$ cat config.mk
export PLATFORM = sky130hd
export DESIGN_NAME = sump_top
export DESIGN_NICKNAME = d
export VERILOG_FILES = /design/src/hdl/sump_pkg.sv /design/src/hdl/command_decoder.sv /design/src/hdl/command_shift.sv /design/src/hdl/sump_control.sv /design/src/hdl/sump_top.sv /design/src/hdl/uart_rx.sv /design/src/hdl/uart_tx.sv
export SDC_FILE = /design/constraint.sdc
export NUM_CORES = 1
export LEC_CHECK = 0
export BUFFER_PORTS_ARGS = -buffer_cell sky130_fd_sc_hd__buf_2
export CORE_MARGIN = 2
export CORE_UTILIZATION = 30
export DETAILED_ROUTE_END_ITERATION = 10
export PLACE_DENSITY = 0.49
export SYNTH_ARGS = -nofsm -noshare
export SYNTH_HDL_FRONTEND = slang
export SYNTH_SLANG_ARGS = --single-unit
$ cat constraint.sdc
create_clock -name clock -period 2.9 [get_ports clock]
set_input_delay 0.145 -clock clock [delete_from_list [all_inputs] [get_ports clock]]
set_output_delay 0.145 -clock clock [all_outputs]
set_load 0.01 [all_outputs]
$ cat src/hdl/sump_pkg.sv
package sump_pkg;

	localparam logic [7:0] OP_RESET         = 8'h00;
	localparam logic [7:0] OP_ARM           = 8'h01;
	localparam logic [7:0] OP_ID            = 8'h02;
	localparam logic [7:0] OP_SET_DIVIDER   = 8'h80;
	localparam logic [7:0] OP_TRIGGER_MASK  = 8'hc0;
	localparam logic [7:0] OP_TRIGGER_VALUE = 8'hc1;

	localparam int LONG_BIT = 7; // Set on opcodes with four payload bytes

	localparam logic [31:0] ID_WORD = "1ALS"; // Top byte goes out first

	typedef struct packed {
		logic [7:0]  reserved;
		logic [23:0] divider;
	} divider_view_t;

	typedef struct packed {
		logic [23:0] reserved;
		logic [7:0]  pattern; // Last byte received
	} pattern_view_t;

	// First payload byte received sits in the top byte
	typedef union packed {
		logic [31:0]   raw;
		divider_view_t divider_view;
		pattern_view_t pattern_view;
	} sump_payload_u;

	typedef struct packed {
		logic [7:0]    opcode;
		sump_payload_u payload; // Zero for short commands
	} sump_cmd_t;

endpackage

$ cat src/hdl/command_decoder.sv
`timescale 1ns/1ns

module command_decoder (
	input  logic                clock,
	input  logic                reset_n,
	input  logic                byte_ready,
	input  logic [7:0]          byte_data,
	output logic                cmd_received,
	output sump_pkg::sump_cmd_t cmd
);
	typedef enum logic [2:0] {
		idle,
		check_op,
		wait_byte,
		byte_written,
		done
	} state_t;

	state_t state;
	state_t next_state;
	logic [7:0] opcode;
	logic op_we;
	logic shift_we;
	logic shift_clr;
	logic shift_full;
	logic load_cmd;
	sump_pkg::sump_payload_u payload;

	command_shift command_shift_inst (
		.clock   (clock),
		.reset_n (reset_n),
		.clr     (shift_clr),
		.we      (shift_we),
		.byte_in (byte_data),
		.full    (shift_full),
		.payload (payload)
	);

	assign cmd_received = (state == done);
	assign shift_clr    = (state == idle); // Payload stays zero for short commands

	always_ff @(posedge clock) begin
		if (!reset_n) begin
			state <= idle;
		end else begin
			state <= next_state;
		end
	end

	always_ff @(posedge clock) begin
		if (!reset_n) begin
			opcode <= '0;
		end else if (op_we) begin
			opcode <= byte_data;
		end
	end

	// Held until the next command completes
	always_ff @(posedge clock) begin
		if (!reset_n) begin
			cmd <= '0;
		end else if (load_cmd) begin
			cmd.opcode  <= opcode;
			cmd.payload <= payload;
		end
	end

	always_comb begin
		next_state = state;
		op_we      = 1'b0;
		shift_we   = 1'b0;
		load_cmd   = 1'b0;
		case (state)
			idle: begin
				if (byte_ready) begin
					op_we      = 1'b1;
					next_state = check_op;
				end
			end
			check_op: begin
				if (!byte_ready) begin // Strobe has dropped
					if (opcode[sump_pkg::LONG_BIT]) begin
						next_state = wait_byte;
					end else begin
						load_cmd   = 1'b1;
						next_state = done;
					end
				end
			end
			wait_byte: begin
				if (byte_ready) begin
					shift_we   = 1'b1;
					next_state = byte_written;
				end
			end
			byte_written: begin
				if (shift_full) begin
					load_cmd   = 1'b1;
					next_state = done;
				end else if (!byte_ready) begin
					next_state = wait_byte;
				end
			end
			done: next_state = idle;
			default: next_state = idle;
		endcase
	end

endmodule

$ cat src/hdl/command_shift.sv
`timescale 1ns/1ns

module command_shift (
	input  logic                    clock,
	input  logic                    reset_n,
	input  logic                    clr,
	input  logic                    we,
	input  logic [7:0]              byte_in,
	output logic                    full,
	output sump_pkg::sump_payload_u payload
);
	logic [2:0] count;
	logic [7:0] bytes [0:3];

	assign full = count[2]; // Four bytes written
	assign payload.raw = {bytes[0], bytes[1], bytes[2], bytes[3]};

	always_ff @(posedge clock) begin
		if (!reset_n || clr) begin
			for (int i = 0; i < 4; i++) begin
				bytes[i] <= '0;
			end
			count <= '0;
		end else if (we) begin
			bytes[count[1:0]] <= byte_in;
			count <= count + 3'd1;
		end
	end

endmodule

$ cat src/hdl/sump_control.sv
`timescale 1ns/1ns

module sump_control (
	input  logic                clock,
	input  logic                reset_n,
	input  logic                cmd_received,
	input  sump_pkg::sump_cmd_t cmd,
	input  logic [7:0]          probe,
	input  logic                tx_ready,
	output logic                tx_valid,
	output logic [7:0]          tx_data,
	output logic                armed,
	output logic                triggered,
	output logic [23:0]         divider,
	output logic [7:0]          trigger_mask,
	output logic [7:0]          trigger_value
);
	logic [1:0] reply_idx;
	logic reply_busy;
	logic hit;

	assign hit      = ((probe ^ trigger_value) & trigger_mask) == 8'h00; // Masked bits equal
	assign tx_valid = reply_busy;
	assign tx_data  = sump_pkg::ID_WORD[31 - 8 * reply_idx -: 8];

	always_ff @(posedge clock) begin
		if (!reset_n) begin
			divider       <= '0;
			trigger_mask  <= '0;
			trigger_value <= '0;
		end else if (cmd_received) begin
			case (cmd.opcode)
				sump_pkg::OP_SET_DIVIDER:   divider       <= cmd.payload.divider_view.divider;
				sump_pkg::OP_TRIGGER_MASK:  trigger_mask  <= cmd.payload.pattern_view.pattern;
				sump_pkg::OP_TRIGGER_VALUE: trigger_value <= cmd.payload.pattern_view.pattern;
				default: ;
			endcase
		end
	end

	always_ff @(posedge clock) begin
		if (!reset_n) begin
			armed     <= 1'b0;
			triggered <= 1'b0;
		end else begin
			if (armed && hit) begin
				armed     <= 1'b0;
				triggered <= 1'b1;
			end
			if (cmd_received && cmd.opcode == sump_pkg::OP_RESET) begin
				armed     <= 1'b0; // Configuration is kept
				triggered <= 1'b0;
			end else if (cmd_received && cmd.opcode == sump_pkg::OP_ARM) begin
				armed     <= 1'b1;
				triggered <= 1'b0;
			end
		end
	end

	always_ff @(posedge clock) begin
		if (!reset_n) begin
			reply_busy <= 1'b0;
			reply_idx  <= '0;
		end else if (reply_busy) begin
			if (tx_ready) begin
				reply_idx <= reply_idx + 2'd1;
				if (reply_idx == 2'd3) begin
					reply_busy <= 1'b0;
				end
			end
		end else if (cmd_received && cmd.opcode == sump_pkg::OP_ID) begin
			reply_busy <= 1'b1; // Repeat ID ignored while busy
			reply_idx  <= '0;
		end
	end

endmodule

$ cat src/hdl/sump_top.sv
`timescale 1ns/1ns

module sump_top #(
	parameter int clks_per_bit = 4
) (
	input  logic        clock,
	input  logic        reset_n,
	input  logic        rx,
	output logic        tx,
	input  logic [7:0]  probe,
	output logic        armed,
	output logic        triggered,
	output logic [23:0] divider,
	output logic [7:0]  trigger_mask,
	output logic [7:0]  trigger_value
);
	logic byte_ready;
	logic [7:0] byte_data;
	logic cmd_received;
	sump_pkg::sump_cmd_t cmd;
	logic tx_valid;
	logic [7:0] tx_data;
	logic tx_ready;

	uart_rx #(.clks_per_bit(clks_per_bit)) uart_rx_inst (
		.clock      (clock),
		.reset_n    (reset_n),
		.rx         (rx),
		.byte_ready (byte_ready),
		.byte_data  (byte_data)
	);

	command_decoder command_decoder_inst (
		.clock        (clock),
		.reset_n      (reset_n),
		.byte_ready   (byte_ready),
		.byte_data    (byte_data),
		.cmd_received (cmd_received),
		.cmd          (cmd)
	);

	sump_control sump_control_inst (
		.clock         (clock),
		.reset_n       (reset_n),
		.cmd_received  (cmd_received),
		.cmd           (cmd),
		.probe         (probe),
		.tx_ready      (tx_ready),
		.tx_valid      (tx_valid),
		.tx_data       (tx_data),
		.armed         (armed),
		.triggered     (triggered),
		.divider       (divider),
		.trigger_mask  (trigger_mask),
		.trigger_value (trigger_value)
	);

	uart_tx #(.clks_per_bit(clks_per_bit)) uart_tx_inst (
		.clock    (clock),
		.reset_n  (reset_n),
		.tx_valid (tx_valid),
		.tx_data  (tx_data),
		.tx_ready (tx_ready),
		.tx       (tx)
	);

endmodule

$ cat src/hdl/uart_rx.sv
`timescale 1ns/1ns

module uart_rx #(
	parameter int clks_per_bit = 4
) (
	input  logic       clock,
	input  logic       reset_n,
	input  logic       rx,
	output logic       byte_ready,
	output logic [7:0] byte_data
);
	localparam int cnt_w = $clog2(clks_per_bit);
	localparam logic [cnt_w-1:0] half_cnt = cnt_w'((clks_per_bit / 2) - 1);
	localparam logic [cnt_w-1:0] last_cnt = cnt_w'(clks_per_bit - 1);

	typedef enum logic [1:0] {rx_idle, rx_start, rx_data, rx_stop} rx_state_t;

	rx_state_t state;
	logic rx_meta;
	logic rx_sync;
	logic [cnt_w-1:0] count;
	logic [2:0] bit_cnt;

	always_ff @(posedge clock) begin
		if (!reset_n) begin
			rx_meta <= 1'b1; // Line idles high
			rx_sync <= 1'b1;
		end else begin
			rx_meta <= rx;
			rx_sync <= rx_meta;
		end
	end

	always_ff @(posedge clock) begin
		if (!reset_n) begin
			state      <= rx_idle;
			count      <= '0;
			bit_cnt    <= '0;
			byte_data  <= '0;
			byte_ready <= 1'b0;
		end else begin
			byte_ready <= 1'b0;
			case (state)
				rx_idle: begin
					count   <= '0;
					bit_cnt <= '0;
					if (!rx_sync) begin // Falling edge of start bit
						state <= rx_start;
					end
				end
				rx_start: begin
					count <= count + 1'b1;
					if (count == half_cnt) begin
						count <= '0;
						state <= rx_sync ? rx_idle : rx_data; // Glitch, not a start bit
					end
				end
				rx_data: begin
					count <= count + 1'b1;
					if (count == last_cnt) begin
						count     <= '0;
						byte_data <= {rx_sync, byte_data[7:1]}; // LSB first
						bit_cnt   <= bit_cnt + 3'd1;
						if (bit_cnt == 3'd7) begin
							state <= rx_stop;
						end
					end
				end
				rx_stop: begin
					count <= count + 1'b1;
					if (count == last_cnt) begin
						byte_ready <= rx_sync; // Framing error drops the byte
						state      <= rx_idle;
					end
				end
				default: state <= rx_idle;
			endcase
		end
	end

endmodule

$ cat src/hdl/uart_tx.sv
`timescale 1ns/1ns

module uart_tx #(
	parameter int clks_per_bit = 4
) (
	input  logic       clock,
	input  logic       reset_n,
	input  logic       tx_valid,
	input  logic [7:0] tx_data,
	output logic       tx_ready,
	output logic       tx
);
	localparam int cnt_w = $clog2(clks_per_bit);
	localparam logic [cnt_w-1:0] last_cnt = cnt_w'(clks_per_bit - 1);

	typedef enum logic [1:0] {tx_idle, tx_start, tx_data_bits, tx_stop} tx_state_t;

	tx_state_t state;
	logic [cnt_w-1:0] count;
	logic [2:0] bit_cnt;
	logic [7:0] shift;

	assign tx_ready = (state == tx_idle);

	always_ff @(posedge clock) begin
		if (!reset_n) begin
			state   <= tx_idle;
			count   <= '0;
			bit_cnt <= '0;
			shift   <= '0;
			tx      <= 1'b1;
		end else begin
			count <= count + 1'b1;
			case (state)
				tx_idle: begin
					count <= '0;
					if (tx_valid) begin
						shift <= tx_data;
						tx    <= 1'b0; // Start bit
						state <= tx_start;
					end
				end
				tx_start: begin
					if (count == last_cnt) begin
						count   <= '0;
						bit_cnt <= '0;
						tx      <= shift[0];
						shift   <= {1'b0, shift[7:1]};
						state   <= tx_data_bits;
					end
				end
				tx_data_bits: begin
					if (count == last_cnt) begin
						count <= '0;
						if (bit_cnt == 3'd7) begin
							tx    <= 1'b1; // Stop bit
							state <= tx_stop;
						end else begin
							tx      <= shift[0];
							shift   <= {1'b0, shift[7:1]};
							bit_cnt <= bit_cnt + 3'd1;
						end
					end
				end
				tx_stop: begin
					if (count == last_cnt) begin
						state <= tx_idle;
					end
				end
				default: state <= tx_idle;
			endcase
		end
	end

endmodule

==> impl_metrics.yaml, run 1 <==
outcome:
  status: "completed"
layout:
  final_nets: 709
  final_cell_mix: "dfxtp_1 (124), nand2_1 (123), nor2b_1 (52), a21boi_0 (52), buf_2 (52)"
  drive_gt1_share_pct: 14.5
  num_antenna_cells: 0
  layout.cells.most_common: "dfxtp_1"
  nFillCells: 2071
  area_growth_pct: 18.3
logic_synthesis:
  synth-warning-count: 0
  ys_types: 47
  avgSynthCellArea_um2: 9.93
  synth-main-ff-cell: "dfxtp_1"
  netlist_area_mm2: 0.00633
  synth-edff-count: 24
  ys_ff_latch: 148
  yosysSeqAreaShare_pct: 50.6
  yosys.area.top_type: "dfxtp_1"
  async_flop_share_pct: 0
  yosys-top-cells-area: "dfxtp_1 (39%), edfxtp_1 (11%), mux2i_1 (7.6%)"
  synth_fp_nets: 668
  synth_top_area_share_pct: 39.2
  netlist_instances: 638
floorplanning:
  die_w_um: 149
  rows: 53
  dieArea_mm2: 0.0223
  die_h_um: 149
  ioPinCount: 54
  design.core.area_mm2: 0.0209
  start_util_pct: 30.3
cts:
  clk_latency_ns: 0.42
  clockBufferDepth: 2
  cts_sinks: 148
  cts_tree: "yes"
  clockRootBuffer: "clkbuf_16"
  ctsHoldBuffers: 1
  post-cts-setup-buffers: 0
  numCtsBuffers: 17
  cts_resized: 0
  clk_pin_slew_ns: 0.06
  htree_num_levels: 4
detailed_routing:
  wl_um: 12800
  routedWlPerCell_um: 13.3
  ant_nets: 0
  routed-via-count: 4371
  drc: 0
  routed_via_density: 4.53
  first_iter_violations: 244
  drt_first_pass_iters: 4
global_route:
  grt_pass1_wl_um: 21100
  grt_pass1_vias: 4338
  antenna_found_initial: 0
  use_met1_pct: 14.9
  grtUsageMet2_pct: 20.0
  grt_max_degree: 84
  use_met3_pct: 2.94
  gr-total-overflow: 0
  grtUsageTotal_pct: 11.9
  globalRoute.busiestLayer: "met2"
worst_setup_path:
  startpoint_type: "flip-flop"
  crit_required_ns: 2.98
  rrSetupSlack_ns: 0.74
  end_kind: "flip-flop"
  ff2ff_path_depth: 4
  path_max_fanout: 11
  cp_slowest_cell: "dfxtp_1"
  reg2reg_from: "command_decoder_inst.state[0]$_SDFFE_PN0P_"
  crit_arrival_ns: 2.23
  cp_cell_sequence: "nor2_1, and4_1, and3b_1, nand2b_1"
  path_class: "flip-flop to flip-flop"
  slowest_delay_ns: 0.44
timing:
  max_slew_margin_pct: 24.3
  fin_setup_tns_ns: 0
  slew_violations: 0
  whs_ns: 0.266
  hold_viol_final: 0
  fin_crit_sh_pct: 74.4
  fin_crit_ns: 2.16
  rsz0062_at_grt: "false"
  finClkSkew_ns: 0.00785
  setup_viol: 0
  timing.fmax_mhz: 463
  setup_ws_ns: 0.742
  worst_pin_slew_ns: 1.13
power_and_ir_drop:
  ir_drop_uv: 339
  power_density_mw_per_mm2: 660
  power_w: 0.00494
  p_leak_nw: 3.14
place:
  dp.final_hpwl_um: 8820
  gp_congestion: 0.755
  post-place-ws_ns: 0.760
  numPortBuffers: 53
hold_path:
  min_to: "uart_rx_inst.rx_sync$_SDFF_PN1_"
  hold_depth: 3
  hold_start: "reset_n"
  min_path_type: "input port to flip-flop"
run:
  maxCapViolations: 0
==> report_power, final <==
| part | internal [W] | switching, W |
|---|---|---|
| logic | 0.000169 | 0.000204 |
| registers | 0.00215 | 0.0000369 |
| clock network | 0.00156 | 0.000823 |
==> worst max-delay path by stage <==
stage | from | to | slack, ns | cells after the start
floorplan | uart_tx_inst.state[0]$_SDFFE_PN0P_ | uart_tx_inst.shift[4]$_SDFFE_PN0P_ | 0.99 | 8
global placement | command_decoder_inst.state[0]$_SDFFE_PN0P_ | flip-flop | 0.91 | 4
detailed placement | command_decoder_inst.state[0]$_SDFFE_PN0P_ | flip-flop | 0.76 | 4
CTS | command_decoder_inst.state[0]$_SDFFE_PN0P_ | flip-flop | 0.74 | 4
global route | command_decoder_inst.state[0]$_SDFFE_PN0P_ | flip-flop | 0.57 | 4
finish | command_decoder_inst.state[0]$_SDFFE_PN0P_ | flip-flop | 0.74 | 4
==> cell usage after synthesis, types with 2 or more instances <==
master      n
and2_1     29
buf_6       2
edfxtp_1   24
nor3b_1     2
nand3_1    17
a211oi_1    2
clkbuf_1   26
ha_1       19
a32oi_1     2
xor2_1      8
nand4_1     2
nand4b_1    2
dfxtp_1   124
nand2_1   123
nor3_1      4
o21ai_0     7
o31ai_1     4
mux2i_1    48
nand4_2     2
o211a_1     5
buf_2      10
and3b_1     2
inv_1      11
a31oi_1     2
nor4b_2     3
and4_1      2
nor2_1      9
o21a_1      2
a21oi_1     7
a22oi_1    10
a21boi_0   52
a22o_1      4
nand2b_1    7
nor2b_1    52
==> flip-flops by register name (all words and copies together), names as in the netlist, 7 cells and up, named ones only <==
| register | flops |
|---|---|
| sump_control_inst.trigger_value | 8 |
| command_decoder_inst.command_shift_inst.bytes | 24 |
| command_decoder_inst.cmd | 32 |
| uart_tx_inst.shift | 7 |
| sump_control_inst.trigger_mask | 8 |
| sump_control_inst.divider | 24 |
| command_decoder_inst.opcode | 8 |
| uart_rx_inst.byte_data | 8 |
==> logic make-up (layout without fill, tap and decap cells) <==
group / after synthesis / in the layout / synth area share, %
simple gates: 261 / 261 / 21.4
flops: 148 / 148 / 50.6
compound gates: 103 / 103 / 12.0
buf+inv: 50 / 102 / 3.40
mux: 49 / 49 / 7.76
fa+ha+maj: 19 / 19 / 3.75
xor+xnor: 8 / 8 / 1.11
==> worst max-delay path, delay by kind of cell, from the launching register on <==
kind	cells	cell delay [ns]
and+or+nand+nor	4	1.38
DFF	1	0.44
==> layout make-up <==
class	instances	area [µm²]	area share, %
clock buffers	24	544	7.26
clock inverters	6	110	1.47
inverters	11	41.3	0.551
multi-input cells	440	2920	39.0
flip-flops and latches	148	3200	42.7
well taps	275	344	4.59
repair buffers	61	330	4.41
==> through the flow <==
stage | util (%) | instances | instance area, µm²
detailed placement | 32.7 | 934 | 6830
global route | 35.9 | 965 | 7490
floorplan | - | 638 | 6330
global placement | 32.7 | 934 | 6830
finish | 35.9 | 965 | 7490
CTS | 35.9 | 965 | 7490
==> routing by layer <==
| metal | vias up | wire length, µm | part of all wire (%) |
|---|---|---|---|
| met4 | 0 | 199 | 1.6 |
| met3 | 16 | 367 | 2.9 |
| met2 | 64 | 6080 | 48 |
| met5 | - | 0 | 0 |
| met1 | 2044 | 6150 | 48 |
| li1 | 2247 | - | - |
Note: power is estimated with default switching activity, not from simulation.
==> run 2, diff against run 1 <==
PLACE_DENSITY = 0.5   (was 0.49)
clock period = 1.83 ns   (was 2.9 ns; I/O delays follow)
==> impl_metrics.yaml, run 2 (same netlist as run 1, synthesis figures left out) <==
detailed_routing:
  ant_nets: 0
  drt_first_pass_iters: 4
  routed_via_density: 4.56
  routedWlPerCell_um: 13.0
  wl_um: 12800
  routed-via-count: 4480
  drc: 0
  first_iter_violations: 136
worst_setup_path:
  rr_endpoint: "uart_tx_inst.shift[4]$_SDFFE_PN0P_"
  startpoint: "uart_tx_inst.state[0]$_SDFFE_PN0P_"
  crit_end: "uart_tx_inst.shift[4]$_SDFFE_PN0P_"
  reg2reg_from: "uart_tx_inst.state[0]$_SDFFE_PN0P_"
  startpoint_type: "flip-flop"
  crit_arrival_ns: 2.06
  end_kind: "flip-flop"
  crit_required_ns: 2.14
  path_max_fanout: 11
  ff2ff_path_depth: 7
  rrSetupSlack_ns: 0.08
  path_class: "flip-flop to flip-flop"
timing:
  timing.fmax_mhz: 573
  finClkSkew_ns: 0.0101
  fin_crit_ns: 1.75
  hold_viol_final: 0
  slew_violations: 0
  setup_ws_ns: 0.0838
  max_slew_margin_pct: 69.4
  whs_ns: 0.244
  fin_crit_sh_pct: 95.4
  worst_pin_slew_ns: 0.459
  setup_viol: 0
floorplanning:
  design.core.area_mm2: 0.0209
  start_util_pct: 30.3
  dieArea_mm2: 0.0223
  rows: 53
  die_h_um: 149
  die_w_um: 149
  ioPinCount: 54
place:
  dp.final_hpwl_um: 8840
  gp_congestion: 0.728
  dp_cells: 948
  post-place-ws_ns: 0.0515
  numPortBuffers: 53
cts:
  clockBufferDepth: 2
  numCtsBuffers: 17
  clk_pin_slew_ns: 0.06
  clk_latency_ns: 0.42
  cts_sinks: 148
  clockRootBuffer: "clkbuf_16"
  cts_tree: "yes"
  post-cts-setup-buffers: 0
  htree_num_levels: 4
power_and_ir_drop:
  ir_drop_uv: 397
  power_density_mw_per_mm2: 982
  p_leak_nw: 3.19
layout:
  largest_reg_flops: 32
  num_antenna_cells: 0
  fin_cells: 983
  final_nets: 725
  top_regs: "command_decoder_inst.cmd x32, command_decoder_inst.command_shift_inst.bytes x24, sump_control_inst.divider x24"
  final_cell_mix: "nand2_1 (123), dfxtp_1 (123), nor2b_1 (52), a21boi_0 (52), buf_2 (52)"
  top_register: "command_decoder_inst.cmd"
  drive_gt1_share_pct: 16.7
  area_growth_pct: 20.4
hold_path:
  min_path_type: "input port to flip-flop"
outcome:
  status: "completed"
global_route:
  grtUsageTotal_pct: 11.7
  grt_pass1_vias: 4221
  antenna_found_initial: 0
  grt_max_degree: 54
  gr-total-overflow: 0
  grt_pass1_wl_um: 20700
run:
  maxCapViolations: 0
[run 2: changes by cell type in the layout (fill, tap and decap cells not counted), sizes merged]
| cell | delta |
|---|---|
| buf | +14 |
| clkinvlp | +3 |
| bufinv | -1 |
| dlygate4sd3 | +2 |
| inv | +2 |
| clkinv | +4 |
| clkbuf | -6 |
[run 2: area by class of cell]
type                       instances  area, µm²
timing repair buffer              77        497
tap                              275        344
inverter                          11       41.3
clock buffer                      18        429
fill                            2093      13300
sequential                       148       3200
clock inverter                    14        154
multi-input combinational        440       2960
[run 2: how the worst min path moves through the flow]
stage	slack, ns	end	start	cells after the start
global placement	0.28	uart_rx_inst.rx_meta$_SDFF_PN1_	rx	2
floorplan	0.19	uart_rx_inst.rx_meta$_SDFF_PN1_	rx	1
global route	0.28	sump_control_inst.triggered$_SDFFE_PP0P_	probe[0]	5
detailed placement	0.28	uart_rx_inst.rx_meta$_SDFF_PN1_	rx	2
finish	0.24	sump_control_inst.triggered$_SDFFE_PP0P_	probe[3]	5
CTS	0.22	sump_control_inst.triggered$_SDFFE_PP0P_	probe[3]	5
[run 2: layer usage]
| layer | up-vias | track usage, % | wire length, µm |
|---|---|---|---|
| met4 | 0 | 4.00 | 159 |
| met3 | 14 | 2.75 | 331 |
| li1 | 2296 | - | - |
| met5 | - | 0 | 0 |
| met2 | 57 | 20.0 | 6300 |
| met1 | 2113 | 14.3 | 6000 |
[run 2: stage by stage]
stage | area (µm²) | utilization, % | setup TNS (ns) | power [W]
after floorplan | 6350 | - | 0 | 0.00401
after global routing | 7630 | 36.5 | -0.0142 | 0.00778
after detailed placement | 6990 | 33.4 | 0 | 0.00414
final | 7630 | 36.5 | 0 | 0.00749
after global placement | 6990 | 33.4 | 0 | 0.00411
after CTS | 7600 | 36.4 | 0 | 0.00758
[run 2: timing repair]
item | 4_1_cts | 5_1_grt
resized for setup | 0 | 6
endpoints found under the hold margin | 2 | 0
setup endpoints to repair | 0 | 21
hold buffers | 3 | 0
[run 2: report_power, final]
part / switching (W) / internal (W) / total (W)
Clock: 0.00139 / 0.00202 / 0.00341
Combinational: 0.000322 / 0.000289 / 0.000611
Sequential: 0.0000629 / 0.00340 / 0.00346
[run 2: critical path, cell delays in order (launching register included)]
cell	delay, ns
dfxtp_1	0.37
inv_1	0.11
ha_1	0.22
o21ba_2	0.25
nor4b_4	0.27
buf_6	0.18
mux2i_1	0.20
nor2b_1	0.06
==> run 3, diff against run 2 <==
REMOVE_ABC_BUFFERS = 1   (was not set)
clock period = 1.55 ns   (was 1.83 ns; I/O delays follow)
==> impl_metrics.yaml, run 3 (same netlist as run 1, synthesis figures left out) <==
outcome:
  status: "finished with violations"
  failed_checks: "negative setup slack"
cts:
  cts_sinks: 148
  clockRootBuffer: "clkbuf_16"
  clk_latency_ns: 0.42
  numCtsBuffers: 17
  clockBufferDepth: 2
  htree_num_levels: 4
  clk_pin_slew_ns: 0.06
  cts_tree: "yes"
timing:
  finClkSkew_ns: 0.0108
  setup_ws_ns: -0.0244
  rsz0062_at_grt: "true"
  hold_viol_final: 0
  setup_viol: 2
  fin_crit_sh_pct: 102
  fin_crit_ns: 1.57
  max_slew_margin_pct: 69.6
  fin_setup_tns_ns: -0.0247
  slew_violations: 0
  timing.fmax_mhz: 635
  worst_pin_slew_ns: 0.455
power_and_ir_drop:
  ir_drop_uv: 566
  p_leak_nw: 3.52
  power_w: 0.00929
  power_density_mw_per_mm2: 1130
place:
  post-place-ws_ns: -0.201
  numPortBuffers: 53
  dp.final_hpwl_um: 8910
  gp_congestion: 0.744
global_route:
  grt_max_degree: 63
  antenna_found_initial: 0
  grtUsageTotal_pct: 12.3
  grt_pass1_wl_um: 21900
  gr-total-overflow: 0
  grt_pass1_vias: 4512
layout:
  postLayoutCoreUtil_pct: 39.4
  top_register: "command_decoder_inst.cmd"
  final_cell_mix: "nand2_1 (120), dfxtp_1 (114), buf_2 (52), mux2i_1 (47), nor2b_1 (47)"
  num_antenna_cells: 0
  top_regs: "command_decoder_inst.cmd x32, command_decoder_inst.command_shift_inst.bytes x24, sump_control_inst.divider x24"
  drive_gt1_share_pct: 25.7
  final_nets: 761
  area_growth_pct: 30.1
  layout.cells.most_common: "nand2_1"
  largest_reg_flops: 32
worst_setup_path:
  startpoint: "uart_tx_inst.state[0]$_SDFFE_PN0P_"
  crit_required_ns: 1.86
  startpoint_type: "flip-flop"
  path_max_fanout: 8
  crit_arrival_ns: 1.89
  rrSetupSlack_ns: -0.02
  end_kind: "flip-flop"
  reg2reg_from: "uart_tx_inst.state[0]$_SDFFE_PN0P_"
  path_class: "flip-flop to flip-flop"
detailed_routing:
  wl_um: 13900
  drc: 0
  routed_via_density: 4.55
  first_iter_violations: 199
  ant_nets: 0
  routed-via-count: 4636
  routedWlPerCell_um: 13.7
  drt_first_pass_iters: 4
floorplanning:
  dieArea_mm2: 0.0223
  die_w_um: 149
  start_util_pct: 30.3
  ioPinCount: 54
  rows: 53
  design.core.area_mm2: 0.0209
  die_h_um: 149
hold_path:
  hold_start: "reset_n"
  min_path_type: "input port to flip-flop"
run:
  maxCapViolations: 0
==> run 3: changes by cell type in the layout (fill, tap and decap cells not counted), sizes merged <==
| cell | previous run | this run |
|---|---|---|
| buf | 74 | 109 |
| bufinv | 2 | 1 |
| clkinvlp | 3 | 2 |
| inv | 14 | 12 |
| clkbuf | 18 | 30 |
| clkinv | 6 | 1 |
| dlygate4sd3 | 3 | 1 |
==> run 3: final timing paths <==
path                                        endpoint  cells past startpoint
hold / removal          uart_tx_inst.tx$_SDFFE_PN1P_                      3
setup reg to reg  uart_tx_inst.shift[6]$_SDFFE_PN0P_                      7
hold reg to reg      uart_rx_inst.rx_sync$_SDFF_PN1_                      1
setup / recovery  uart_tx_inst.shift[6]$_SDFFE_PN0P_                      7
==> run 3: stage by stage <==
stage | instances | cell area, µm² | hold slack, ns
finish | 1019 | 8240 | 0.149
CTS | 1008 | 7930 | 0.122
detailed placement | 975 | 7210 | 0.268
global placement | 975 | 7210 | 0.280
floorplan | 599 | 6160 | 0.149
global route | 1019 | 8240 | 0.146
==> run 3: power by group <==
part	switching, W	internal (W)
clock	0.00156	0.00262
sequential	0.0000820	0.00402
combinational	0.000469	0.000540
total	0.00211	0.00718
==> run 3: cell type report <==
| class | count | area [µm²] |
|---|---|---|
| Clock buffer | 27 | 556 |
| Clock inverter | 5 | 58.8 |
| Fill cell | 2021 | 12600 |
| Inverter | 11 | 43.8 |
| Multi-Input combinational cell | 440 | 3120 |
| Sequential cell | 148 | 3230 |
| Tap cell | 275 | 344 |
| Timing Repair Buffer | 113 | 891 |
==> run 3: metal layers <==
layer / GRT usage, % / vias up / share of wire (%)
met5: 0 / - / 0
met4: 4.90 / 0 / 1.7
met3: 3.03 / 16 / 2.2
met2: 19.8 / 57 / 48
met1: 15.9 / 2196 / 48
li1: - / 2367 / -
==> run 3: what timing repair did <==
action                                 CTS  global route
endpoints found under the hold margin    1             0
setup buffers                            0             7
setup endpoints to repair               64           107
pin swaps                                4            11
hold buffers                             1             0
gates resized for setup                 25            61
gates cloned                             0             4
==> run 3: worst max-delay path, stage by stage, from the launching register on <==
cell	delay, ns
dfxtp_4	0.37
inv_4	0.05
ha_2	0.18
nor2b_4	0.14
nor4b_4	0.29
buf_6	0.17
mux2i_2	0.21
nor2b_1	0.06
